<file path="src/rtl/notchPkg.sv">
// widths, fixed-point scale, coefficient defaults, CSR map, instruction codes and CSR write word
`default_nettype none

package notchPkg;

	localparam int sampleW = 32; // sample and result word
	localparam int coeffW = 16; // signed coefficient
	localparam int prodW = 48; // sample times coefficient
	localparam int accW = 64; // accumulator, room for five products
	localparam int addrW = 24; // sdram byte address
	localparam int coeffShift = 14; // coefficients scaled by 2^14
	localparam int wordSkip = 4; // bytes between samples

	// reset coefficients for a notch near the low end of the band
	localparam logic signed [coeffW-1:0] defA1 = -16'sd31037;
	localparam logic signed [coeffW-1:0] defA2 = 16'sd14971;
	localparam logic signed [coeffW-1:0] defB0 = 16'sd8276;
	localparam logic signed [coeffW-1:0] defB1 = -16'sd16384;
	localparam logic signed [coeffW-1:0] defB2 = 16'sd8276;

	localparam logic [3:0] csrCtrl = 4'd0; // bypass in bit 0
	localparam logic [3:0] csrA1 = 4'd1;
	localparam logic [3:0] csrA2 = 4'd2;
	localparam logic [3:0] csrB0 = 4'd3;
	localparam logic [3:0] csrB1 = 4'd4;
	localparam logic [3:0] csrB2 = 4'd5;
	localparam logic [3:0] csrWritten = 4'd6; // read only
	localparam logic [3:0] csrReceived = 4'd7; // read only

	localparam logic [31:0] ciAccepted = 32'd99; // run started
	localparam logic [31:0] ciIdle = 32'hffff_ffff; // nothing running
	localparam logic [31:0] ciFinished = 32'd2; // waiting for irq service

	// one csr write word read as control bits or as a coefficient
	typedef union packed {
		struct packed {
			logic [sampleW-2:0] rsvd;
			logic bypass; // pass samples through unfiltered
		} ctrl;
		struct packed {
			logic [sampleW-coeffW-1:0] rsvd;
			logic signed [coeffW-1:0] value;
		} coeff;
	} csrWord;

endpackage

`default_nettype wire
</file>
<file path="src/rtl/notchControl.sv">
// notchControl: run FSM, custom-instruction replies, coefficient and bypass registers, CSR reads, irq
`default_nettype none
`timescale 1ns/1ps

module notchControl import notchPkg::*; #(
	parameter int numSamples = 16
) (
	input wire clk,
	input wire rstN,
	input wire ciStart,
	input wire [31:0] ciDataA, // base address, or zero for a status poll
	input wire csrRead,
	input wire csrWrite,
	input wire [3:0] csrAddress,
	input wire csrWord csrWriteData,
	input wire [31:0] writtenCount,
	input wire [31:0] receivedCount,
	input wire blockDone,
	output logic ciDone,
	output logic [31:0] ciResult,
	output logic [31:0] csrReadData,
	output logic irq,
	output logic runStart,
	output logic [addrW-1:0] baseAddr,
	output logic clearAll,
	output logic bypass,
	output logic signed [coeffW-1:0] a1,
	output logic signed [coeffW-1:0] a2,
	output logic signed [coeffW-1:0] b0,
	output logic signed [coeffW-1:0] b1,
	output logic signed [coeffW-1:0] b2
);
	localparam logic [1:0] stIdle = 2'd0;
	localparam logic [1:0] stRun = 2'd1;
	localparam logic [1:0] stDone = 2'd2; // irq raised until a csr read

	logic [1:0] state;

	always_ff @(posedge clk or negedge rstN) begin
		if (!rstN) begin
			state <= stIdle;
			ciDone <= 1'b0;
			ciResult <= '0;
			irq <= 1'b0;
			runStart <= 1'b0;
			clearAll <= 1'b0;
			baseAddr <= '0;
		end else begin
			ciDone <= ciStart; // reply one cycle after the strobe
			runStart <= 1'b0;
			clearAll <= 1'b0;
			case (state)
				stIdle: begin
					if (ciStart && ciDataA != '0) begin
						ciResult <= ciAccepted;
						baseAddr <= ciDataA[addrW-1:0];
						runStart <= 1'b1;
						state <= stRun;
					end else if (ciStart) begin
						ciResult <= ciIdle;
					end
				end
				stRun: begin
					if (ciStart) ciResult <= writtenCount; // words written so far
					if (blockDone) begin
						irq <= 1'b1;
						state <= stDone;
					end
				end
				default: begin
					if (ciStart) ciResult <= ciFinished;
					if (csrRead) begin // any read services the interrupt
						irq <= 1'b0;
						clearAll <= 1'b1;
						state <= stIdle;
					end
				end
			endcase
		end
	end

	always_ff @(posedge clk or negedge rstN) begin
		if (!rstN) begin
			bypass <= 1'b0;
			a1 <= defA1;
			a2 <= defA2;
			b0 <= defB0;
			b1 <= defB1;
			b2 <= defB2;
		end else if (csrWrite) begin
			case (csrAddress)
				csrCtrl: bypass <= csrWriteData.ctrl.bypass;
				csrA1: a1 <= csrWriteData.coeff.value;
				csrA2: a2 <= csrWriteData.coeff.value;
				csrB0: b0 <= csrWriteData.coeff.value;
				csrB1: b1 <= csrWriteData.coeff.value;
				csrB2: b2 <= csrWriteData.coeff.value;
				default: ; // counters are read only
			endcase
		end
	end

	always_ff @(posedge clk) begin
		if (csrRead) begin
			case (csrAddress)
				csrCtrl: csrReadData <= {31'b0, bypass};
				csrA1: csrReadData <= 32'(a1); // sign extended
				csrA2: csrReadData <= 32'(a2);
				csrB0: csrReadData <= 32'(b0);
				csrB1: csrReadData <= 32'(b1);
				csrB2: csrReadData <= 32'(b2);
				csrWritten: csrReadData <= writtenCount;
				csrReceived: csrReadData <= receivedCount;
				default: csrReadData <= '0;
			endcase
		end
	end

endmodule

`default_nettype wire

</file>
<file path="config.mk">
export PLATFORM = sky130hd
export DESIGN_NAME = notchControl
export DESIGN_NICKNAME = d
export VERILOG_FILES = /design/src/rtl/notchPkg.sv /design/src/rtl/notchControl.sv
export SDC_FILE = /design/constraint.sdc
export NUM_CORES = 1
export LEC_CHECK = 0
export BUFFER_PORTS_ARGS = -buffer_cell sky130_fd_sc_hd__buf_2
export CAP_MARGIN = 0
export CORE_MARGIN = 3
export CORE_UTILIZATION = 48
export CTS_CLUSTER_DIAMETER = 100
export CTS_CLUSTER_SIZE = 24
export DETAILED_ROUTE_END_ITERATION = 8
export PLACE_DENSITY = 0.9
export SLEW_MARGIN = 20
export SYNTH_ARGS = -nofsm -noshare
export SYNTH_HDL_FRONTEND = slang
export SYNTH_SLANG_ARGS = --single-unit
</file>
<file path="constraint.sdc">
create_clock -name clk -period 1.97 [get_ports clk]
set_input_delay 0.394 -clock clk [delete_from_list [all_inputs] [get_ports clk]]
set_output_delay 0.394 -clock clk [all_outputs]
set_load 0.005 [all_outputs]
</file>
Word level (Yosys, flattened, before mapping)
Index checks and enable logic that the tools add are counted.
W data, S select, Z words.

storage, ports and cells
  output and inout port bits = 173
  bits in registers = 175
  bits of input ports = 138
  logic and storage cells = 62

cells by class
  reduce and logical (&&, ||, !) cells = 19
  bitwise logic cells = 1
  equal/unequal tests = 11
  muxes and demuxes = 17

operators with widths
  operator              count
  $pmux W32 S8          1
  $mux W32              4
  $pmux W32 S2          1
  $reduce_bool A32 Y1   1
  $eq A4 B3 Y1 const B  4
  $reduce_and A2 Y1     7
  $reduce_and A3 Y1     3
  $eq A4 B2 Y1 const B  2
  $mux W1               6
  $mux W2               3
  $ne A2 B2 Y1 const B  3
  $reduce_bool A2 Y1    3
  $eq A4 B1 Y1 const B  1
  $logic_not A4 Y1      1
  $pmux W2 S2           1
  $reduce_bool A3 Y1    1
  $eq A2 B1 Y1 const B  1
  $logic_not A2 Y1      1
  $pmux W1 S2           1
  $reduce_or A2 Y1      1
  $logic_and A1 B1 Y1   1
  $not A1 Y1            1

Longest topological paths before layout
Gate-level depths: netlist (run 1).

  depth after elaboration = 4
  mapped depth = 6
  gate-level depth less buffers = 4

Worst setup path before layout (run 1)
No wires, ideal clock.

  path kind = input to register
  start point = input port csrAddress[0]
  end point = register csrReadData[15], data pin
  buffers on the path = 2
  library setup time = 0.261 ns
  setup slack = 0.135 ns
  data required time = 1.709 ns
  arrival time = 1.574 ns
  stages = 6
  cell sequence = buf_6 -> mux2_4 -> a32oi_1 -> o31ai_2 -> buf_6 -> a221o_1

on the way
  word-level cells in the longest chain between the ends = 2
  elaborated cells on any way between the ends = 9
  classes of those cells = eq/ne: 7; mux: 1; reduce/logical: 1

ends and longest elaborated chain
  item                                        line                 source
  start, declared                             notchControl.sv:14   input wire [3:0] csrAddress,
  $eq A4 B3 Y1, or another cell as far along  notchControl.sv:105  case (csrAddress)
  $pmux W32 S8 (*)                            notchControl.sv:105
  end signal, assigned                        notchControl.sv:106  csrCtrl: csrReadData <= {31'b0, bypass};
  end signal, assigned                        notchControl.sv:107  csrA1: csrReadData <= 32'(a1);
  end signal, assigned                        notchControl.sv:108  csrA2: csrReadData <= 32'(a2);
  end, declared                               notchControl.sv:21   output logic [31:0] csrReadData,

Every way passes the cells marked *; elsewhere a longest branch is shown, timed or not.
A chain may end at the register's enable or synchronous reset.

Worst setup path after layout (run 1)
  start point = register a2[15]
  end point = register csrReadData[15], data pin

on the way
  word-level cells in the longest chain between the ends = 1

ends and longest elaborated chain
  item                    line                 source
  start, declared         notchControl.sv:28   output logic signed [coeffW-1:0] a2,
  start signal, assigned  notchControl.sv:94   csrA2: a2 <= csrWriteData.coeff.value;
  $pmux W32 S8            notchControl.sv:105

No other way between the ends.

==> metrics.log, run 1 <==
INFO  metric timing.critical_path.cells = mux2_4 > a32oi_1 > o31ai_2 > buf_12 > a221o_1
INFO  metric initial_utilization = 49.1%
INFO  metric yosys_warnings = 0
INFO  metric gr-usage-all-layers = 26.1%
INFO  metric relative_contribution_of_combinational_cells_to_total_power = 25.2%
INFO  metric floorplan.io_pins = 311
INFO  metric post-route-worst-setup-slack = 0.251 ns
INFO  metric swShare = 28.6%
INFO  metric cts_tree = done
INFO  metric placement_rows = 45
INFO  metric timing.final.max_slew_violations = 0
INFO  metric synth.distinct_cells = 36
INFO  metric num-nets-final = 992
INFO  metric final_cell_mix = sky130_fd_sc_hd__buf_2, sky130_fd_sc_hd__dfrtp_1, sky130_fd_sc_hd__mux2_2
INFO  metric worst_margin_pin_slew = 0.896 ns
INFO  metric gr-total-overflow = 0
INFO  metric final_area = 9990 um2
INFO  metric clk-insertion-delay-late = 0.41 ns
INFO  metric ctsRootBufferMaster = sky130_fd_sc_hd__clkbuf_16
INFO  metric timing.final.hold_violations = 0
INFO  metric cts-resized-gates = 0
INFO  metric period_minus_slack = 1.72 ns
INFO  metric clk_pin_slew_worst_setup_hold_paths = 0.06 ns
INFO  metric vias = 6005
INFO  metric place_worst_setup_slack = -0.0361 ns
INFO  metric route.detailed.drc = 0
INFO  metric dieWidth = 131 um
INFO  metric critPathLaunchType = register
INFO  metric number_of_nets_with_antenna_violations_after_detailed_routing = 0
INFO  metric drt_iter0_drc = 459
INFO  metric maxSlewHeadroom = 40.1%
INFO  metric netlist_instances = 540
INFO  metric grt_pass1_vias = 5993
INFO  metric synth_edf_count = 32
INFO  metric floorplan.die_area = 17100 um2
INFO  metric final_weighted_congestion_of_routability_driven_global_placement = 0.895
INFO  metric run_status = finished clean
INFO  metric fin_worst_hold_slack = 0.216 ns
INFO  metric routed_wl = 22600 um
INFO  metric first_pass_grt_wire_length = 33700 um
INFO  metric numCtsBuffers = 17
INFO  metric core-area = 15300 um2
INFO  metric synth.ff_latch_count = 175
INFO  metric port-buffer-count = 294
INFO  metric setup_viol = 0
INFO  metric layout.filler_cells = 1161
INFO  metric fin_util = 65.5%
INFO  metric arrival_time_worst_endpoint = 1.87 ns
INFO  metric fmaxAchievable = 0.582 GHz
INFO  metric synth_area_leader_cell = sky130_fd_sc_hd__dfrtp_1
INFO  metric slowest_delay = 0.40 ns
INFO  metric mostFrequentLayoutCell = sky130_fd_sc_hd__buf_2
INFO  metric initial_antenna_violation_count = 4
INFO  metric post_cts_buffers = 0
INFO  metric min_path_type = in2reg
INFO  metric grt_start_max_net_pins = 57
INFO  metric synthTopCellsByArea = sky130_fd_sc_hd__dfrtp_1, sky130_fd_sc_hd__mux2_2, sky130_fd_sc_hd__edfxtp_1
INFO  metric cellInternalPower = 0.00822 W
INFO  metric synth_top_flop_cell = sky130_fd_sc_hd__dfrtp_1
INFO  metric synth.cell_area = 7490 um2
INFO  metric min_period_over_period = 87.2%
INFO  metric area_growth = 33.4%
INFO  metric leakagePower = 4.81 nW
INFO  metric cp.required = 2.12 ns
INFO  metric cp_max_fo = 17
INFO  metric critPathSlowestCell = sky130_fd_sc_hd__dfrtp_1
INFO  metric rsz0062_at_grt = false
INFO  metric drtPass1Iterations = 8
INFO  metric worstSetupEndpointType = register
INFO  metric post-dp-hpwl = 16900 um
INFO  metric max_cap_viol_count = 0
INFO  metric ratio_of_total_power_to_cell_area = 1150 nW/um2
INFO  metric timing_worst_setup_path_type = reg2reg
INFO  metric synth_async_sr_flop_share = 81.7%
INFO  metric report.power.total = 0.0115 W
INFO  metric peak_vdd_ir = 0.000648 V
INFO  metric place_area = 9390 um2
INFO  metric finClkSkew = 0.00522 ns
INFO  metric via_per_inst = 5.54
INFO  metric clkPwrFrac = 28.6%
INFO  metric syn-mean-instance-area = 13.9 um2
INFO  metric post_dr_wirelength_cell = 20.9 um
INFO  metric drive_gt1_share = 59.1%
INFO  metric share_of_the_synthesized_area_in_the_top_cell_type = 38.8%
INFO  metric power.sequential.fraction = 46.1%
INFO  metric clock_path_buffers = 2
INFO  metric p_sw = 0.00328 W
INFO  metric synthesis.nets = 678
INFO  metric die_h = 131 um
INFO  metric ctsHtreeMaxLevel = 4
INFO  metric cts.sink_count = 175
INFO  metric synth_seq_area_share = 61.0%
[synthesized netlist by cell type (3+ instances only)]
master,n
sky130_fd_sc_hd__a21oi_1,3
sky130_fd_sc_hd__a221o_1,17
sky130_fd_sc_hd__a222oi_1,14
sky130_fd_sc_hd__a22oi_1,30
sky130_fd_sc_hd__a31oi_1,29
sky130_fd_sc_hd__buf_2,6
sky130_fd_sc_hd__buf_4,6
sky130_fd_sc_hd__buf_6,4
sky130_fd_sc_hd__clkbuf_1,19
sky130_fd_sc_hd__dfrtp_1,116
sky130_fd_sc_hd__dfstp_2,27
sky130_fd_sc_hd__edfxtp_1,32
sky130_fd_sc_hd__inv_1,7
sky130_fd_sc_hd__mux2_2,88
sky130_fd_sc_hd__mux2_4,21
sky130_fd_sc_hd__nand2_1,36
sky130_fd_sc_hd__nand2_2,4
sky130_fd_sc_hd__nand3_1,18
sky130_fd_sc_hd__nor2_1,33
sky130_fd_sc_hd__nor4_1,9
[sequential cells by signal (all words and copies together) (netlist names)]
signal and count:
a1 16, a2 16, b0 16, b1 16
b2 16, baseAddr 24, bypass 1, ciDone 1
ciResult 32, clearAll 1, csrReadData 32, irq 1
runStart 1, state 2
[timing repair]
item	4_1_cts	5_1_grt
endpoints found under the setup margin	0	0
hold buffers	1	0
endpoints found under the hold margin	22	0
[worst max-delay path, delay by kind of cell, from the launching register on]
family	cells	cell delay, ns
AOI/OAI and AO/OA	3	0.62
DFF	1	0.40
muxes	1	0.27
buffers and inverters	1	0.17
[metrics by stage]
step	cells	setup TNS, ns
CTS	1078	0
floorplan	540	0
global placement	1045	-0.000715
global route	1082	0
finish	1083	0
detailed placement	1045	-0.252
[cell families after synthesis]
group / count (synthesis) / share of synthesized area, %
flip-flops: 175 / 61.0
AND/OR/NAND/NOR: 112 / 7.90
multiplexers: 111 / 17.7
AO/OA/AOI/OAI: 98 / 10.3
buffers and inverters: 44 / 3.01
[power by group through the flow]
stage          clock network, W  logic (W)  registers, W
4_1_cts                 0.00332    0.00294       0.00530
2_1_floorplan                 0    0.00131       0.00535
3_3_place_gp                  0    0.00283       0.00530
5_1_grt                 0.00351    0.00318       0.00542
6_report                0.00329    0.00290       0.00531
3_5_place_dp                  0    0.00293       0.00536
[per-layer routing]
layer,global-route usage (%),vias up,share of wire (%)
li1,-,2679,-
met1,32.1,2960,38
met2,43.8,325,51
met3,6.67,41,8.4
met4,10.8,0,2.3
met5,0,-,0
[final cells by class]
type,count,area (um2),area share (%)
Sequential cell,175,4570,45.8
Multi-Input combinational cell,321,2710,27.1
Timing Repair Buffer,332,1830,18.3
Clock buffer,24,503,5.03
Tap cell,211,264,2.64
Clock inverter,8,75.1,0.751
Inverter,7,26.3,0.263
Antenna cell,5,12.5,0.125
[worst paths after layout]
path | start | end | slack [ns] | depth (start not counted)
max | a2[15]$_DFFE_PN0P_ | csrReadData[15]$_DFFE_PP_ | 0.25 | 5
min | blockDone | irq$_DFFE_PN0P_ | 0.22 | 3
max reg2reg | a2[15]$_DFFE_PN0P_ | csrReadData[15]$_DFFE_PP_ | 0.25 | 5
min reg2reg | irq$_DFFE_PN0P_ | irq$_DFFE_PN0P_ | 0.50 | 2
max in group asynchronous | rstN | a1[9]$_DFFE_PN1P_ | 0.87 | 3
min in group asynchronous | rstN | b1[2]$_DFFE_PN0P_ | 0.45 | 2
(Power assumes the default switching activity.)
==> inputs of run 2 (changes only) <==
Settings changed: CORE_MARGIN 3 to 5.
==> metrics.log, run 2 (synthesized netlist as in run 1, its figures left out) <==
INFO  metric rsz0062_at_grt = false
INFO  metric cell_count_of_the_worst_reg_to_reg_path = 5 (unchanged)
INFO  metric cp_max_fo = 17 (unchanged)
INFO  metric ratio_of_total_power_to_cell_area = 1160 nW/um2 (+1.2%)
INFO  metric ctsRootBufferMaster = sky130_fd_sc_hd__clkbuf_16
INFO  metric route.detailed.drc = 0 (unchanged)
INFO  metric die_h = 135 um (+3.1%)
INFO  metric cts-resized-gates = 0 (unchanged)
INFO  metric num-nets-final = 987 (-0.50%)
INFO  metric timing.final.hold_violations = 0 (unchanged)
INFO  metric worstHoldStart = ciDataA[17]
INFO  metric met2_length = 11500 um (about the same)
INFO  metric initial_antenna_violation_count = 1 (-3)
INFO  metric detailroute.wirelength.met3 = 2170 um (+14%)
INFO  metric dieWidth = 135 um (+3.1%)
INFO  metric via_per_inst = 5.75 (+3.7%)
INFO  metric fin_util = 65.7% (+0.24 points)
INFO  metric grt_start_max_net_pins = 63 (+11%)
INFO  metric clock_path_buffers = 2 (unchanged)
INFO  metric finClkSkew = 0.0154 ns (+0.0102 ns)
INFO  metric worst_margin_pin_slew = 0.533 ns (-0.363 ns)
INFO  metric clk-insertion-delay-late = 0.42 ns (about the same)
INFO  metric critPathSlowestCell = sky130_fd_sc_hd__dfrtp_1
INFO  metric max_cap_viol_count = 0 (unchanged)
INFO  metric place_worst_setup_slack = -0.368 ns (-0.332 ns)
INFO  metric vias = 6174 (+2.8%)
INFO  metric run_status = finished clean
INFO  metric setup_viol = 0 (unchanged)
INFO  metric cts_tree = done
INFO  metric crit_path_start = b0[15]$_DFFE_PN0P_
INFO  metric final_weighted_congestion_of_routability_driven_global_placement = 0.908 (+1.4%)
INFO  metric worst_hold_path.endpoint = baseAddr[17]$_DFFE_PN0P_
INFO  metric floorplan.io_pins = 311 (unchanged)
INFO  metric area_growth = 33.9%
INFO  metric routed_wl = 23200 um (+2.7%)
INFO  metric place_area = 9390 um2 (about the same)
INFO  metric numCtsBuffers = 17 (unchanged)
INFO  metric timing.final.max_slew_violations = 0 (unchanged)
INFO  metric drive_gt1_share = 59.2% (+0.11 points)
INFO  metric grt_pass1_vias = 6368 (+6.3%)
INFO  metric placement_rows = 45 (unchanged)
INFO  metric number_of_nets_with_antenna_violations_after_detailed_routing = 0 (unchanged)
INFO  metric min_period_over_period = 87.1% (-0.13 points)
INFO  metric peak_vdd_ir = 0.000694 V (+7.0%)
INFO  metric slowest_delay = 0.40 ns (about the same)
INFO  metric core-area = 15300 um2 (unchanged)
INFO  metric min_delay_path_depth = 2 (-1)
INFO  metric drt_iter0_drc = 481 (+4.8%)
INFO  metric final_cell_mix = sky130_fd_sc_hd__buf_2, sky130_fd_sc_hd__dfrtp_1, sky130_fd_sc_hd__mux2_2
INFO  metric fmaxAchievable = 0.583 GHz (+0.15%)
INFO  metric worst_r2r_startpoint = b0[15]$_DFFE_PN0P_
INFO  metric leakagePower = 4.82 nW (about the same)
INFO  metric post_dr_wirelength_cell = 21.6 um (+3.5%)
INFO  metric timing.critical_path.cells = mux2_4 > a32oi_1 > o31ai_2 > buf_12 > a221o_1
INFO  metric cp.required = 2.13 ns (about the same)
INFO  metric arrival_time_worst_endpoint = 1.88 ns (about the same)
INFO  metric post-dp-hpwl = 16900 um (+0.38%)
INFO  metric r2r-end = csrReadData[31]$_DFFE_PP_
INFO  metric post-route-worst-setup-slack = 0.254 ns (+0.00258 ns)
INFO  metric final_area = 10000 um2 (+0.36%)
INFO  metric clk_pin_slew_worst_setup_hold_paths = 0.07 ns (about the same)
INFO  metric worstSetupEndpointType = register
INFO  metric floorplan.die_area = 18200 um2 (+6.2%)
INFO  metric wirelength_met1 = 8900 um (+2.3%)
INFO  metric min_path_type = in2reg
INFO  metric timing_worst_setup_path_type = reg2reg
INFO  metric mostFrequentLayoutCell = sky130_fd_sc_hd__buf_2
INFO  metric drtPass1Iterations = 6 (-2)
INFO  metric gr-total-overflow = 0 (unchanged)
INFO  metric gr-usage-all-layers = 25.5% (-0.51 points)
INFO  metric port-buffer-count = 294 (unchanged)
INFO  metric maxSlewHeadroom = 64.4% (+24 points)
INFO  metric topRoutingLayerUsed = met4
INFO  metric period_minus_slack = 1.72 ns (-0.00258 ns)
INFO  metric reg2reg_slack = 0.25 ns (about the same)
INFO  metric critPathLaunchType = register
INFO  metric largestRegisters = ciResult (32), csrReadData (32), baseAddr (24)
INFO  metric ctsHtreeMaxLevel = 4 (unchanged)
INFO  metric initial_utilization = 49.1% (unchanged)
INFO  metric first_pass_grt_wire_length = 35800 um (+6.5%)
INFO  metric cts.sink_count = 175 (unchanged)
[run 2: cell types whose count changed in the layout (fill, tap and decap cells not counted)]
cell and change:
sky130_fd_sc_hd__diode_2 -4, sky130_fd_sc_hd__inv_6 +3, sky130_fd_sc_hd__bufinv_16 +1, sky130_fd_sc_hd__buf_4 -9
sky130_fd_sc_hd__clkinv_2 -1, sky130_fd_sc_hd__buf_12 +4, sky130_fd_sc_hd__inv_8 +1, sky130_fd_sc_hd__clkbuf_8 -2
sky130_fd_sc_hd__clkinvlp_4 +3, sky130_fd_sc_hd__inv_4 -2, sky130_fd_sc_hd__clkbuf_1 -3
[run 2: worst max path at each step]
stage	endpoint	slack [ns]	depth (start not counted)
after CTS	a1[11]$_DFFE_PN0P_	0.08	5
after floorplan	csrReadData[15]$_DFFE_PP_	0.13	6
after global routing	csrReadData[29]$_DFFE_PP_	0.16	5
final	csrReadData[31]$_DFFE_PP_	0.25	5
after global placement	a1[13]$_DFFE_PN0P_	-0.24	5
after detailed placement	a1[14]$_DFFE_PN0P_	-0.37	5
[run 2: final cells by class]
type                    count  area (um2)
diodes                      1        2.50
clock buffers              19         464
clock inverters            13         148
fillers                  1098        5230
inverters                   7        26.3
multi-input cells         321        2710
flip-flops and latches    175        4570
well taps                 211         264
repair buffers            327        1840
[run 2: layer usage]
metal	vias to the layer above	GRT usage [%]
li1	2680	-
met1	3072	31.9
met2	374	42.3
met3	48	7.15
met4	0	9.95
met5	-	0
[run 2: worst max-delay path: cells and delay by family (launching register included)]
family | cells | cell delay (ns)
AOI/OAI and AO/OA | 3 | 0.62
buffers and inverters | 1 | 0.17
DFF | 1 | 0.40
muxes | 1 | 0.27
[run 2: metrics by stage]
step | TNS [ns] | instances | power [W] | hold WS [ns]
floorplan | 0 | 540 | 0.00666 | 0.0984
global placement | -3.57 | 1038 | 0.00813 | 0.357
detailed placement | -5.97 | 1038 | 0.00828 | 0.356
CTS | 0 | 1071 | 0.0118 | 0.198
global route | 0 | 1074 | 0.0123 | 0.203
finish | 0 | 1074 | 0.0117 | 0.223
[run 2: repair_timing]
| item | 4_1_cts | 5_1_grt |
|---|---|---|
| setup endpoints to repair | 0 | 9 |
| hold buffers | 1 | 0 |
| hold endpoints to repair | 28 | 0 |
| setup buffers | 0 | 2 |
[run 2: report_power, final]
| group | total, W | internal (W) | leakage (nW) | switching [W] |
|---|---|---|---|---|
| Clock | 0.00344 | 0.00200 | 0.294 | 0.00144 |
| Sequential | 0.00531 | 0.00471 | 2.01 | 0.000599 |
| Combinational | 0.00293 | 0.00158 | 2.51 | 0.00135 |
| Total | 0.0117 | 0.00829 | 4.82 | 0.00339 |
