===== src/rtl/notchPkg.sv =====
// widths, fixed-point scale, coefficient defaults, CSR map, instruction codes and CSR write word
`default_nettype none

package notchPkg;

	localparam int sampleW = 32; // sample and result word
	localparam int coeffW = 16; // signed coefficient
	localparam int prodW = 48; // sample times coefficient
	localparam int accW = 64; // accumulator, room for five products
	localparam int addrW = 24; // sdram byte address
	localparam int coeffShift = 14; // coefficients scaled by 2^14
	localparam int wordSkip = 4; // bytes between samples

	// reset coefficients for a notch near the low end of the band
	localparam logic signed [coeffW-1:0] defA1 = -16'sd31037;
	localparam logic signed [coeffW-1:0] defA2 = 16'sd14971;
	localparam logic signed [coeffW-1:0] defB0 = 16'sd8276;
	localparam logic signed [coeffW-1:0] defB1 = -16'sd16384;
	localparam logic signed [coeffW-1:0] defB2 = 16'sd8276;

	localparam logic [3:0] csrCtrl = 4'd0; // bypass in bit 0
	localparam logic [3:0] csrA1 = 4'd1;
	localparam logic [3:0] csrA2 = 4'd2;
	localparam logic [3:0] csrB0 = 4'd3;
	localparam logic [3:0] csrB1 = 4'd4;
	localparam logic [3:0] csrB2 = 4'd5;
	localparam logic [3:0] csrWritten = 4'd6; // read only
	localparam logic [3:0] csrReceived = 4'd7; // read only

	localparam logic [31:0] ciAccepted = 32'd99; // run started
	localparam logic [31:0] ciIdle = 32'hffff_ffff; // nothing running
	localparam logic [31:0] ciFinished = 32'd2; // waiting for irq service

	// one csr write word read as control bits or as a coefficient
	typedef union packed {
		struct packed {
			logic [sampleW-2:0] rsvd;
			logic bypass; // pass samples through unfiltered
		} ctrl;
		struct packed {
			logic [sampleW-coeffW-1:0] rsvd;
			logic signed [coeffW-1:0] value;
		} coeff;
	} csrWord;

endpackage

`default_nettype wire

===== src/rtl/sdReader.sv =====
// sdReader: sample read requests, outstanding-read limit against read FIFO space, received count
`default_nettype none
`timescale 1ns/1ps

module sdReader import notchPkg::*; #(
	parameter int numSamples = 16,
	parameter int fifoDepth = 16
) (
	input wire clk,
	input wire rstN,
	input wire runStart,
	input wire clearAll,
	input wire [addrW-1:0] baseAddr,
	input wire rdAccept, // read taken by the sdram
	input wire sdReadDataValid,
	input wire [$clog2(fifoDepth + 1) - 1:0] fifoLevel,
	output logic rdReq,
	output logic [addrW-1:0] rdAddr,
	output logic [31:0] receivedCount
);
	localparam int levelW = $clog2(fifoDepth + 1);

	logic active; // block in progress
	logic [31:0] issuedCount; // reads accepted so far
	logic [levelW-1:0] outstanding; // accepted, data not back yet
	logic [levelW:0] inFlight; // outstanding plus words queued

	assign inFlight = {1'b0, outstanding} + {1'b0, fifoLevel};
	// sum only grows on accept, so a raised request holds until taken
	assign rdReq = active && (issuedCount < 32'(numSamples))
		&& (inFlight < (levelW + 1)'(fifoDepth));

	always_ff @(posedge clk or negedge rstN) begin
		if (!rstN) begin
			active <= 1'b0;
			rdAddr <= '0;
			issuedCount <= '0;
			outstanding <= '0;
			receivedCount <= '0;
		end else if (clearAll) begin
			active <= 1'b0;
			issuedCount <= '0;
			outstanding <= '0;
			receivedCount <= '0;
		end else if (runStart) begin
			active <= 1'b1;
			rdAddr <= baseAddr; // first sample
			issuedCount <= '0;
			outstanding <= '0;
			receivedCount <= '0;
		end else begin
			if (rdAccept) begin
				rdAddr <= rdAddr + addrW'(wordSkip);
				issuedCount <= issuedCount + 32'd1;
			end
			if (rdAccept && !sdReadDataValid) outstanding <= outstanding + 1'b1;
			else if (sdReadDataValid && !rdAccept) outstanding <= outstanding - 1'b1;
			if (sdReadDataValid) receivedCount <= receivedCount + 32'd1;
		end
	end

endmodule

`default_nettype wire


===== config.mk =====
export PLATFORM = sky130hd
export DESIGN_NAME = sdReader
export DESIGN_NICKNAME = d
export VERILOG_FILES = /design/src/rtl/notchPkg.sv /design/src/rtl/sdReader.sv
export SDC_FILE = /design/constraint.sdc
export NUM_CORES = 1
export LEC_CHECK = 0
export BUFFER_PORTS_ARGS = -buffer_cell sky130_fd_sc_hd__buf_2
export CORE_MARGIN = 10
export CORE_UTILIZATION = 30
export DETAILED_ROUTE_END_ITERATION = 8
export PLACE_DENSITY_LB_ADDON = 0.25
export SLEW_MARGIN = 20
export SYNTH_ARGS = -nofsm -noshare
export SYNTH_HDL_FRONTEND = slang
export SYNTH_SLANG_ARGS = --single-unit

===== constraint.sdc =====
create_clock -name clk -period 3.9 [get_ports clk]
set_input_delay 0 -clock clk [delete_from_list [all_inputs] [get_ports clk]]
set_output_delay 0 -clock clk [all_outputs]
set_load 0.02 [all_outputs]

* Word-level counts from Yosys, hierarchy flattened
Cells that the tools add are included.
Storage, ports and cells: register bits 94, bits of input ports 35
Cells by class: add/subtract/negate cells 6, reductions and logical operators 12, mux-type cells 14, order comparisons 2, bitwise gates (word level) 1
Operators by type and width (number):
- $mux W32 | 6
- $add A32 B1 Y32 const B | 2
- $mux W24 | 2
- $lt A32 B5 Y1 const B | 1
- $add A24 B3 Y24 const B | 1
- $mux W5 | 4
- $add A5 B5 Y6 | 1
- $lt A6 B5 Y1 const B | 1
- $reduce_bool A3 Y1 | 2
- $add A5 B1 Y5 const B | 1
- $sub A5 B1 Y5 const B | 1
- $logic_and A1 B1 Y1 | 4
- $reduce_bool A2 Y1 | 2
- $reduce_bool A4 Y1 | 1
- $logic_not A1 Y1 | 2
- $mux W1 | 2
- $reduce_and A2 Y1 | 1
- $not A1 Y1 | 1

* Longest topological paths before layout
Gate-level depths: netlist (run 1).
word-level depth 6, mapped depth 10, depth with buffers taken out 9

* Least setup slack after synthesis (run 1)
Ideal clock, no wire load.
path type register to register, start point register receivedCount[5], end point register receivedCount[31], arrival time 1808 ps, path slack 2014 ps, cell stages (with the launch flop) 7, path through dfrtp_1 and3_1 buf_2 nand4_4 or3_4 or3_1 a21oi_1
On the way: cells in the longest elaborated chain, start to end 4
RTL lines:
- from (decl) | RTL line sdReader.sv:19 | output logic [31:0] receivedCount
- from (signal assigned) | RTL line sdReader.sv:58 | if (sdReadDataValid) receivedCount <= receivedCount + 32'd1;
- $add A32 B1 Y32 | RTL line sdReader.sv:58
- $mux W32 | RTL line sdReader.sv:58
- $mux W32 | RTL line sdReader.sv:45 | end else if (runStart) begin
- $mux W32 | RTL line sdReader.sv:40 | end else if (clearAll) begin
No other way between the ends. The select of a mux whose other input is x is not followed. A chain may end at the register's enable or synchronous reset.

* Worst setup path in the final report (run 1)
start point register receivedCount[2], end point register receivedCount[31]
Same word-level chain as after synthesis.

==> metrics.md, run 1 <==
| Metric | Value |
|---|---|
| Area of the die | `22880 µm²` |
| Die width | `151.3 µm` |
| Worst-path clk slew | `0.07 ns` |
| Status | `complete, no violations` |
| Skew final | `0.008447 ns` |
| CTS max path bufs | `2` |
| Global route total overflow | `0` |
| Die height | `151.3 µm` |
| Synth Area in Simple Gates | `0.2733` |
| FF+latch count, synth | `94` |
| DRC viols | `0` |
| Nets | `713` |
| Post-Syn Area | `5169 µm²` |
| # hold bufs at CTS | `23` |
| Rows | `47` |
| LEAKAGE | `2.708 nW` |
| Largest net degree at the start of global routing | `71` |
| Vias in the first global route | `4504` |
| Core Box Area | `16760 µm²` |
| WP buf/inv | `0` |
| Slew headroom | `0.3063` |
| Hold WS | `0.04567 ns` |
| Total power | `2.229 mW` |
| Hold crit path type | `in2reg` |
| Clk Latency, worst-skew pair | `0.35 ns` |
| Post-synthesis compound-gate area fraction | `0.08521` |
| Required @ worst endpoint | `4.17 ns` |
| Pre-antenna DRT Iters | `6` |
| Setup CP Type | `reg2reg` |
| Ratio of cells with drive above 1 in the final layout | `0.1657` |
| Layout Area Growth over Synthesis | `21.71%` |
| Most frequent cells in the layout | `dfrtp_1, buf_2, nor2_1` |
| Ys flop type | `dfrtp_1` |
| Initial antenna violation count | `0` |
| Vias/cell | `5.121` |
| Crit end category | `flip-flop` |
| Multiplexer share of the synthesized area | `0.02130` |
| Setup TNS Final | `0 ns` |
| Endpoints failing setup | `0` |
| Root Buffer | `clkbuf_16` |
| Num Clock Sinks | `94` |
| Via count | `4558` |
| Commonest non-fill, non-tap cell in the layout | `dfrtp_1` |
| I/O pin total | `92` |
| Max-cap violation count | `0` |
| Gr usage total | `0.1274` |
| Synth Area in Adders | `0.03050` |
| Crit path cell chain | `nand3_1 > or3_1 > or3_4 > or3_1 > a21oi_1` |
| Synth top area share | `0.4551` |
| Routed WL | `14.49 mm` |
| Ratio of total power to cell area | `354.3 nW/µm²` |
| Port Buffers | `91` |
| Top post-synthesis cells by area | `dfrtp_1, xnor2_1, nor2_1` |
| RSZ-0062 raised after global routing | `no` |
| Crit start category | `flip-flop` |
| FMAX | `0.4729 GHz` |
| Yosys cell types | `44` |
| Final HPWL DP | `10.21 mm` |
| Cell taking the most area after synthesis | `dfrtp_1` |
| XOR/XNOR share of the synthesized area | `0.1068` |
| Syn Nets | `612` |
| First-pass GRT wire length | `23.50 mm` |
| Critical path data arrival time | `2.38 ns` |
| Final period utilization | `0.5422` |
| Async SR Flop Fraction | `1.000` |
| Setup bufs post-CTS | `0` |
| Initial Util | `0.3084` |
| Clock buffer count from CTS | `9` |
| DRT iter0 DRCs | `284` |
| Diodes inserted | `0` |
| Sequential area share after synthesis | `0.4551` |
| ANT nets after route | `0` |
| TritonCTS clock tree | `built` |
| Yosys warns | `0` |
| Routed len/inst | `16.28 µm` |
| Final min period | `2.115 ns` |
| Slew Viols, Final | `0` |
| Worst path max stage delay | `0.55 ns` |
| Fin. Hold Viols | `0` |
| Largest family of logic cells by synthesized area | `simple AND/OR/NAND/NOR gates` |
| Max FO, Critical Path | `11` |
| H-tree level count | `3` |
| Peak VDD IR | `0.0002315 V` |
| GP Congestion | `0.8476` |
| CP max stage cell | `or3_1` |
| Post-cts sizing count | `0` |
| Top cell by count, worst path | `or3_1` |
| Actual slew at the worst max-slew pin | `1.037 ns` |
| Post-synth EDFFs | `0` |
| Post-Synthesis Cells | `565` |
| Post-Syn Area per Cell | `9.148 µm²` |
| Cell family with the largest share of critical-path delay | `simple AND/OR/NAND/NOR gates` |
| Final design utilization | `0.3754` |
## report_power, final
group	switching (mW)	leakage, nW	internal [mW]
Clock	0.370	0.123	0.428
Sequential	0.0731	1.25	1.02
Combinational	0.207	1.33	0.131
Total	0.650	2.71	1.58
## routing by layer
layer | vias to the layer above | global-route usage | wire length, µm
met5 | - | 0 | 0
met4 | 0 | 0.06015 | 320
met3 | 16 | 0.02983 | 845
met2 | 140 | 0.1945 | 6542
met1 | 2178 | 0.1663 | 6783
li1 | 2224 | - | -
## area by class of cell
cell class | count | area [µm²]
fill | 1715 | 10470
timing repair buffer | 116 | 703.2
tap | 220 | 275.3
inverter | 10 | 37.54
sequential | 94 | 2352
clock inverter | 2 | 10.01
multi-input combinational | 435 | 2673
clock buffer | 13 | 240.2
## cells by family after synthesis
logic type | Yosys count
buffers and inverters | 36
muxes | 11
xor gates and xnor gates | 63
DFF | 94
and+or+nand+nor | 275
AOI/OAI and AO/OA | 74
adders and majority gates | 12
## sequential cells by signal, summed over array words and instances, names as in the netlist
register	count
rdAddr	24
active	1
receivedCount	32
outstanding	5
issuedCount	32
## tightest hold or removal path, stage by stage
cell	delay [ns]
buf_2	0.11
nor2_1	0.11
a21o_1	0.09
a21oi_1	0.05
## cell usage after synthesis, types with 2 or more instances
library cell	instances
xor2_1	21
nor3_1	20
a31oi_1	2
a21oi_1	30
nand4_1	30
dfrtp_1	94
and4_1	13
nor2_1	84
clkbuf_1	18
a31o_2	2
and2_1	3
o22ai_1	6
nor4_1	24
mux2i_1	11
or3_1	9
nor4b_1	2
o21ai_0	16
buf_2	4
xnor2_1	42
and3_1	12
a21o_1	4
nand2_1	42
a211oi_1	2
buf_1	3
nand3_1	27
a22oi_1	7
and3b_1	2
clkinv_1	2
ha_1	11
inv_1	8
## worst paths after layout
| check | to | from | cells after the start | slack [ns] |
|---|---|---|---|---|
| hold / removal | rdAddr[7] | baseAddr[7] | 4 | 0.05 |
| max in group asynchronous | receivedCount[27] | rstN | 3 | 2.61 |
| setup / recovery | receivedCount[31] | receivedCount[2] | 5 | 1.79 |
| min in group asynchronous | receivedCount[17] | rstN | 2 | 0.26 |
| setup reg to reg | receivedCount[31] | receivedCount[2] | 5 | 1.79 |
| hold reg to reg | rdAddr[1] | rdAddr[1] | 2 | 0.49 |
## metrics by stage
stage | instances | area [µm²] | setup WS (ns)
finish | 890 | 6291 | 1.785
global placement | 852 | 5811 | 1.808
global route | 890 | 6291 | 1.615
detailed placement | 852 | 5811 | 1.669
floorplan | 565 | 5169 | 2.014
CTS | 890 | 6291 | 1.759
No activity file was read; power rests on OpenSTA's default activity.
==> run 2, diff against run 1 <==
--- a/config.mk
+++ b/config.mk
@@ -5,6 +5,7 @@
 export SDC_FILE = /design/constraint.sdc
 export NUM_CORES = 1
 export LEC_CHECK = 0
+export ABC_AREA = 1
 export BUFFER_PORTS_ARGS = -buffer_cell sky130_fd_sc_hd__buf_2
 export CORE_MARGIN = 10
 export CORE_UTILIZATION = 30
==> constraint.sdc (replaced) <==
create_clock -name clk -period 2 [get_ports clk]
set_input_delay 0 -clock clk [delete_from_list [all_inputs] [get_ports clk]]
set_output_delay 0 -clock clk [all_outputs]
set_load 0.02 [all_outputs]
==> run 2 against run 1 <==
- wire length increased by 10%
- sequential share of layout area is 4.4 points lower
- register-to-register slack lost 1.5 ns
- setup slack got worse by 1.6 ns
- non-clock buffer count is 6 higher
- synthesized cell count grew 52%
- final cell count is 40% higher
- largest power group unchanged
- highest routed layer unchanged
==> metrics.md, run 2 <==
| Metric | Value |
|---|---|
| Largest net degree at the start of global routing | `47 (was 71)` |
| Multi-input gate area | `2998 µm² (was 2673 µm²)` |
| WP depth | `7 (was 5)` |
| Synth cell count leaders | `nand2_1, nor2_1, inv_1 (was dfrtp_1, nor2_1, nand2_1, xnor2_1)` |
| ANT nets after route | `0 (unchanged)` |
| Synth top area share | `0.4044 (was 0.4551)` |
| WP buf/inv | `1 (was 0)` |
| Slew Viols, Final | `0 (unchanged)` |
| Commonest non-fill, non-tap cell in the layout | `nand2_1 (was dfrtp_1)` |
| Max FO, Critical Path | `3 (was 11)` |
| Yosys warns | `0 (unchanged)` |
| Post-synth EDFFs | `0 (unchanged)` |
| Crit path cell chain | `ha_1 > nor4_4 > nand2_1 > nor2_1 > nand2_1 > nor2_1 > buf_2 (was nand3_1 > or3_1 > or3_4 > or3_1 > a21oi_1)` |
| Final HPWL DP | `11.75 mm (was 10.21 mm)` |
| DRC viols | `0 (unchanged)` |
| LEAKAGE | `3.425 nW (was 2.708 nW)` |
| CTS max path bufs | `2 (unchanged)` |
| Pre-CTS setup slack | `0.2761 ns (was 1.669 ns)` |
| Top post-synthesis cells by area | `dfrtp_1, nand2_1, nor2_1 (was dfrtp_1, xnor2_1, nor2_1)` |
| Worst path max stage delay | `0.40 ns (was 0.55 ns)` |
| Clock buffer count from CTS | `9 (unchanged)` |
| Register area | `2352 µm² (unchanged)` |
| Die height | `159.2 µm (was 151.3 µm)` |
| Rows | `50 (was 47)` |
| TritonCTS clock tree | `built (unchanged)` |
| Max-cap violation count | `0 (unchanged)` |
| Port Buffers | `91 (unchanged)` |
| DRT iter0 DRCs | `272 (was 284)` |
| Routed WL | `15.97 mm (was 14.49 mm)` |
| FMAX | `0.5442 GHz` |
| Post-Syn Area | `5817 µm² (was 5169 µm²)` |
| Layout Area Growth over Synthesis | `22.65% (was 21.71%)` |
| CP max stage cell | `dfrtp_1 (was or3_1)` |
| Final setup margin | `0.1624 ns (was 1.785 ns)` |
| Peak VDD IR | `0.0004124 V (was 0.0002315 V)` |
| Post-Synthesis Cells | `861 (was 565)` |
| Setup CP Type | `reg2out (was reg2reg)` |
| Most frequent cells in the layout | `nand2_1, nor2_1, inv_1 (was dfrtp_1, buf_2, nor2_1)` |
| Via count | `5761 (was 4558)` |
| GP Congestion | `0.8648 (was 0.8476)` |
| Setup bufs post-CTS | `0 (unchanged)` |
| Vias/cell | `4.638 (was 5.121)` |
| First-pass GRT wire length | `27.06 mm (was 23.50 mm)` |
| Ys flop type | `dfrtp_1 (unchanged)` |
| Crit end category | `output pin (was flip-flop)` |
| Gr usage total | `0.1267 (was 0.1274)` |
| I/O pin total | `92 (unchanged)` |
| Num Clock Sinks | `94 (unchanged)` |
| Ratio of cells with drive above 1 in the final layout | `0.1365 (was 0.1657)` |
| Diodes inserted | `0 (unchanged)` |
| Worst-path clk slew | `0.07 ns (about the same)` |
| Post-Syn Area per Cell | `6.756 µm² (was 9.148 µm²)` |
| Cell family with the largest share of critical-path delay | `simple AND/OR/NAND/NOR gates (unchanged)` |
| Global route total overflow | `0 (unchanged)` |
| Cell taking the most area after synthesis | `dfrtp_1 (unchanged)` |
| Ratio of total power to cell area | `655.5 nW/µm² (was 354.3 nW/µm²)` |
| Root Buffer | `clkbuf_16 (unchanged)` |
| Setup TNS Final | `0 ns (unchanged)` |
| R2R cell count | `8 (was 5)` |
| Pre-antenna DRT Iters | `5 (was 6)` |
| FF+latch count, synth | `94 (unchanged)` |
| Die width | `159.2 µm (was 151.3 µm)` |
| Final period utilization | `0.9188` |
| Skew final | `0.01206 ns (was 0.008447 ns)` |
| Top Registers | `issuedCount (32), receivedCount (32), rdAddr (24) (unchanged)` |
| Filler instances | `2040 (was 1715)` |
| Endpoints failing setup | `0 (unchanged)` |
| Crit start category | `flip-flop (unchanged)` |
| Nets | `1024 (was 713)` |
| Actual slew at the worst max-slew pin | `0.5776 ns (was 1.037 ns)` |
| Status | `complete, no violations (unchanged)` |
| Area of the die | `25360 µm² (was 22880 µm²)` |
| Vias in the first global route | `5382 (was 4504)` |
| Slew headroom | `0.6135 (was 0.3063)` |
| Initial Util | `0.3079 (was 0.3084)` |
| Routed len/inst | `12.86 µm (was 16.28 µm)` |
| RSZ-0062 raised after global routing | `no (unchanged)` |
| Sequential area share after synthesis | `0.4044 (was 0.4551)` |
| Hold Crit Depth | `5 (was 4)` |
| Required @ worst endpoint | `2.00 ns (was 4.17 ns)` |
| Clk Latency, worst-skew pair | `0.36 ns (was 0.35 ns)` |
| Async SR Flop Fraction | `1.000 (unchanged)` |
| Critical path data arrival time | `1.84 ns (was 2.38 ns)` |
| H-tree level count | `3 (unchanged)` |
| Hold crit path type | `in2reg (unchanged)` |
| Yosys cell types | `37 (was 44)` |
| Most frequent cell after synthesis | `nand2_1 (was dfrtp_1)` |
| Final min period | `1.838 ns` |
| Syn Nets | `908 (was 612)` |
| Core Box Area | `18890 µm² (was 16760 µm²)` |
| Initial antenna violation count | `0 (unchanged)` |
| Fin. Hold Viols | `0 (unchanged)` |
-- run 2: final timing paths --
check | slack [ns] | startpoint | end
worst max-delay path | 0.16 | outstanding[3] | rdReq
max in group asynchronous | 1.25 | rstN | issuedCount[21]
worst max register to register | 0.26 | issuedCount[1] | issuedCount[30]
worst min-delay path | 0.01 | baseAddr[6] | rdAddr[6]
worst min register to register | 0.47 | rdAddr[0] | rdAddr[0]
min in group asynchronous | 0.10 | rstN | receivedCount[7]
-- run 2: worst register-to-register path, delay by kind of cell (launching register included) --
kind	cells	cell delay, ns
AND/OR/NAND/NOR	7	1.11
flip-flops	1	0.37
adder cells (fa/ha/maj)	1	0.17
-- run 2: what timing repair did --
| action | CTS | global route |
|---|---|---|
| setup endpoints to repair | 1 | 1 |
| pin swaps | 0 | 1 |
| gates resized for setup | 1 | 1 |
| hold endpoints to repair | 95 | 0 |
| hold buffers | 22 | 0 |
-- run 2: kinds of logic after synthesis --
| kind of cell | after synthesis | share of synthesized area |
|---|---|---|
| AOI/OAI and AO/OA | 99 | 0.08970 |
| xor gates and xnor gates | 10 | 0.01506 |
| adders and majority gates | 12 | 0.02710 |
| buffers and inverters | 126 | 0.08281 |
| DFF | 94 | 0.4044 |
| and+or+nand+nor | 520 | 0.3809 |
-- run 2: metrics by stage --
step                instances  power, mW  hold slack, ns    util  cell area [µm²]
finish                   1242      4.676        0.009977  0.3776             7134
global route             1242      4.912         0.01827  0.3776             7134
CTS                      1242      4.744        0.001876  0.3772             7126
detailed placement       1204      2.922        -0.04321  0.3497             6608
global placement         1204      2.920        -0.04464  0.3497             6608
floorplan                 861      2.616         -0.2956       -             5817
-- run 2: power by group --
| group | internal, mW | leakage (nW) | switching, mW |
|---|---|---|---|
| Sequential | 2.00 | 1.26 | 0.132 |
| Combinational | 0.297 | 2.03 | 0.489 |
| Clock | 0.974 | 0.136 | 0.787 |
| Total | 3.27 | 3.43 | 1.41 |
-- run 2: cell type report --
| type | instances | share of cell area |
|---|---|---|
| Clock buffer | 11 | 0.03262 |
| Clock inverter | 5 | 0.008243 |
| Inverter | 109 | 0.05735 |
| Tap cell | 260 | 0.04560 |
| Multi-Input combinational cell | 641 | 0.4202 |
| Sequential cell | 94 | 0.3297 |
| Timing Repair Buffer | 122 | 0.1063 |
-- run 2: per-layer routing --
layer / share of wire / up-vias / GRT usage / wire length (µm)
met5: 0 / - / 0 / 0
met4: 0.014 / 0 / 0.03749 / 219
met3: 0.061 / 15 / 0.03382 / 975
met2: 0.45 / 168 / 0.2022 / 7205
met1: 0.47 / 2588 / 0.1640 / 7570
li1: - / 2990 / - / -
==> run 3, diff against run 2 <==
--- a/config.mk
+++ b/config.mk
@@ -10,7 +10,6 @@
 export CORE_MARGIN = 10
 export CORE_UTILIZATION = 30
 export DETAILED_ROUTE_END_ITERATION = 8
-export PLACE_DENSITY_LB_ADDON = 0.25
 export SLEW_MARGIN = 20
 export SYNTH_ARGS = -nofsm -noshare
 export SYNTH_HDL_FRONTEND = slang
==> run 3 against run 2 <==
- hold slack better by 0.0036 ns
- final cell count up 0.40%
- sequential power about the same
- first-iteration DRC count up 9.2%
- total power up 3.9%
- wire length down 2.1%
- sequential share of layout area down 0.33 points
- highest routed layer unchanged
- global-route usage down 0.24 points
- utilization up 0.38 points
- via count down 0.38%
==> metrics.md, run 3 (same netlist as run 2, synthesis figures left out) <==
| Metric | Value |
|---|---|
| Skew final | `0.01006 ns (was 0.01206 ns)` |
| Area of the die | `25360 µm² (unchanged)` |
| Final setup margin | `0.1334 ns (was 0.1624 ns)` |
| ANT nets after route | `0 (unchanged)` |
| Actual slew at the worst max-slew pin | `0.5258 ns (was 0.5776 ns)` |
| Max FO, Critical Path | `3 (unchanged)` |
| Initial antenna violation count | `0 (unchanged)` |
| Ratio of cells with drive above 1 in the final layout | `0.1408 (was 0.1365)` |
| Design Area, Final | `7207 µm² (was 7134 µm²)` |
| Initial Util | `0.3079 (unchanged)` |
| Dpl cell area | `6630 µm² (was 6608 µm²)` |
| Diodes inserted | `0 (unchanged)` |
| Total power | `4.860 mW (was 4.676 mW)` |
| Root Buffer | `clkbuf_16 (unchanged)` |
| Status | `complete, no violations (unchanged)` |
| Fin. Hold Viols | `0 (unchanged)` |
| Slew Viols, Final | `0 (unchanged)` |
| Via count | `5739 (was 5761)` |
| Required @ worst endpoint | `2.00 ns (about the same)` |
| TritonCTS clock tree | `built (unchanged)` |
| Vias/cell | `4.602 (was 4.638)` |
| Pre-CTS setup slack | `0.2783 ns (was 0.2761 ns)` |
| Global route total overflow | `0 (unchanged)` |
| Nets | `1029 (was 1024)` |
| Gr usage total | `0.1243 (was 0.1267)` |
| Die height | `159.2 µm (unchanged)` |
| Clock buffer count from CTS | `9 (unchanged)` |
| Port Buffers | `91 (unchanged)` |
| Hold crit path type | `in2reg (unchanged)` |
| Ratio of total power to cell area | `674.3 nW/µm² (was 655.5 nW/µm²)` |
| First-pass GRT wire length | `26.99 mm (was 27.06 mm)` |
| Final min period | `1.867 ns (was 1.838 ns)` |
| Clk Latency, worst-skew pair | `0.35 ns (was 0.36 ns)` |
| Worst-path clk slew | `0.07 ns (about the same)` |
| DRC viols | `0 (unchanged)` |
| Final design utilization | `0.3815 (was 0.3776)` |
| CTS max path bufs | `2 (unchanged)` |
| RSZ-0062 raised after global routing | `no (unchanged)` |
| I/O pin total | `92 (unchanged)` |
| Routed WL | `15.63 mm (was 15.97 mm)` |
| Most frequent cells in the layout | `nand2_1, nor2_1, inv_1 (unchanged)` |
| Layout Area Growth over Synthesis | `23.90% (was 22.65%)` |
| Vias in the first global route | `5616 (was 5382)` |
| Crit end category | `output pin (unchanged)` |
| DRT iter0 DRCs | `297 (was 272)` |
| Uppermost layer routed | `met4 (unchanged)` |
| Setup TNS Final | `0 ns (unchanged)` |
| Num Clock Sinks | `94 (unchanged)` |
| DR WL met2 | `6.961 mm (was 7.205 mm)` |
| WL met3 | `1.018 mm (was 975 µm)` |
| Peak VDD IR | `0.0004575 V (was 0.0004124 V)` |
| Slew headroom | `0.6482 (was 0.6135)` |
| Final HPWL DP | `11.64 mm (was 11.75 mm)` |
| GP Congestion | `0.8362 (was 0.8648)` |
| Routed len/inst | `12.54 µm (was 12.86 µm)` |
| Crit start category | `flip-flop (unchanged)` |
| Max-cap violation count | `0 (unchanged)` |
| FMAX | `0.5357 GHz (was 0.5442 GHz)` |
| LEAKAGE | `3.474 nW (was 3.425 nW)` |
| Top Registers | `issuedCount (32), receivedCount (32), rdAddr (24) (unchanged)` |
| Rows | `50 (unchanged)` |
| Core Box Area | `18890 µm² (unchanged)` |
| Pre-antenna DRT Iters | `5 (unchanged)` |
| Critical path data arrival time | `1.87 ns (was 1.84 ns)` |
| Final period utilization | `0.9333 (was 0.9188)` |
| Setup CP Type | `reg2out (unchanged)` |
| Commonest non-fill, non-tap cell in the layout | `nand2_1 (unchanged)` |
| Setup bufs post-CTS | `0 (unchanged)` |
| Endpoints failing setup | `0 (unchanged)` |
| Die width | `159.2 µm (unchanged)` |
| Met1 WL | `7.427 mm (was 7.570 mm)` |
| Largest net degree at the start of global routing | `40 (was 47)` |
| H-tree level count | `3 (unchanged)` |
-- run 3: cell types whose count changed in the layout (fill, tap and decap cells not counted), sizes merged --
cell         before  now
inv             110  111
clkbuf           11   10
buf             100  103
bufinv            1    2
dlygate4sd3      22   24
clkinv            1    2
clkinvlp          2    0
-- run 3: through the flow --
stage	hold WS, ns	instances
finish	0.01355	1247
global route	0.06318	1247
CTS	0.004211	1247
detailed placement	0.004680	1207
global placement	0.006634	1207
floorplan	-0.2956	861
-- run 3: what timing repair did --
| action | in CTS | in global routing |
|---|---|---|
| setup endpoints to repair | 0 | 1 |
| hold buffers | 24 | 0 |
| hold endpoints to repair | 85 | 0 |
| resized for setup | 0 | 1 |
-- run 3: layer usage --
metal	vias to the layer above	GRT usage
li1	2998	-
met1	2585	0.1590
met2	141	0.1952
met3	15	0.04054
met4	0	0.03665
met5	-	0
-- run 3: critical path, stage by stage (launching register included) --
cell and delay, ns:
dfrtp_1 0.41, ha_1 0.29, nor4_2 0.30, nand2_1 0.08
nor2_1 0.10, nand2_1 0.09, nor2_1 0.08, buf_2 0.16
-- run 3: worst paths after layout --
kind | start | endpoint | slack (ns) | cells after the start
min in group asynchronous | rstN | receivedCount[5] | 0.15 | 2
hold / removal | baseAddr[13] | rdAddr[13] | 0.01 | 5
hold reg to reg | rdAddr[1] | rdAddr[1] | 0.47 | 2
setup / recovery | outstanding[4] | rdReq | 0.13 | 7
max in group asynchronous | rstN | issuedCount[30] | 1.20 | 3
setup reg to reg | issuedCount[1] | issuedCount[30] | 0.27 | 8
-- run 3: cell type report --
type                       instances  area (µm²)
timing repair buffer             127       800.8
fill                            2033       11690
multi-input combinational        641        2989
inverter                         109       409.1
tap                              260       325.3
clock inverter                     6       91.34
sequential                        94        2352
clock buffer                      10       239.0
-- run 3: power breakdown --
part	switching (mW)	internal [mW]	total, mW
sequential	0.133	2.00	2.13
combinational	0.493	0.300	0.793
clock	0.796	1.14	1.94
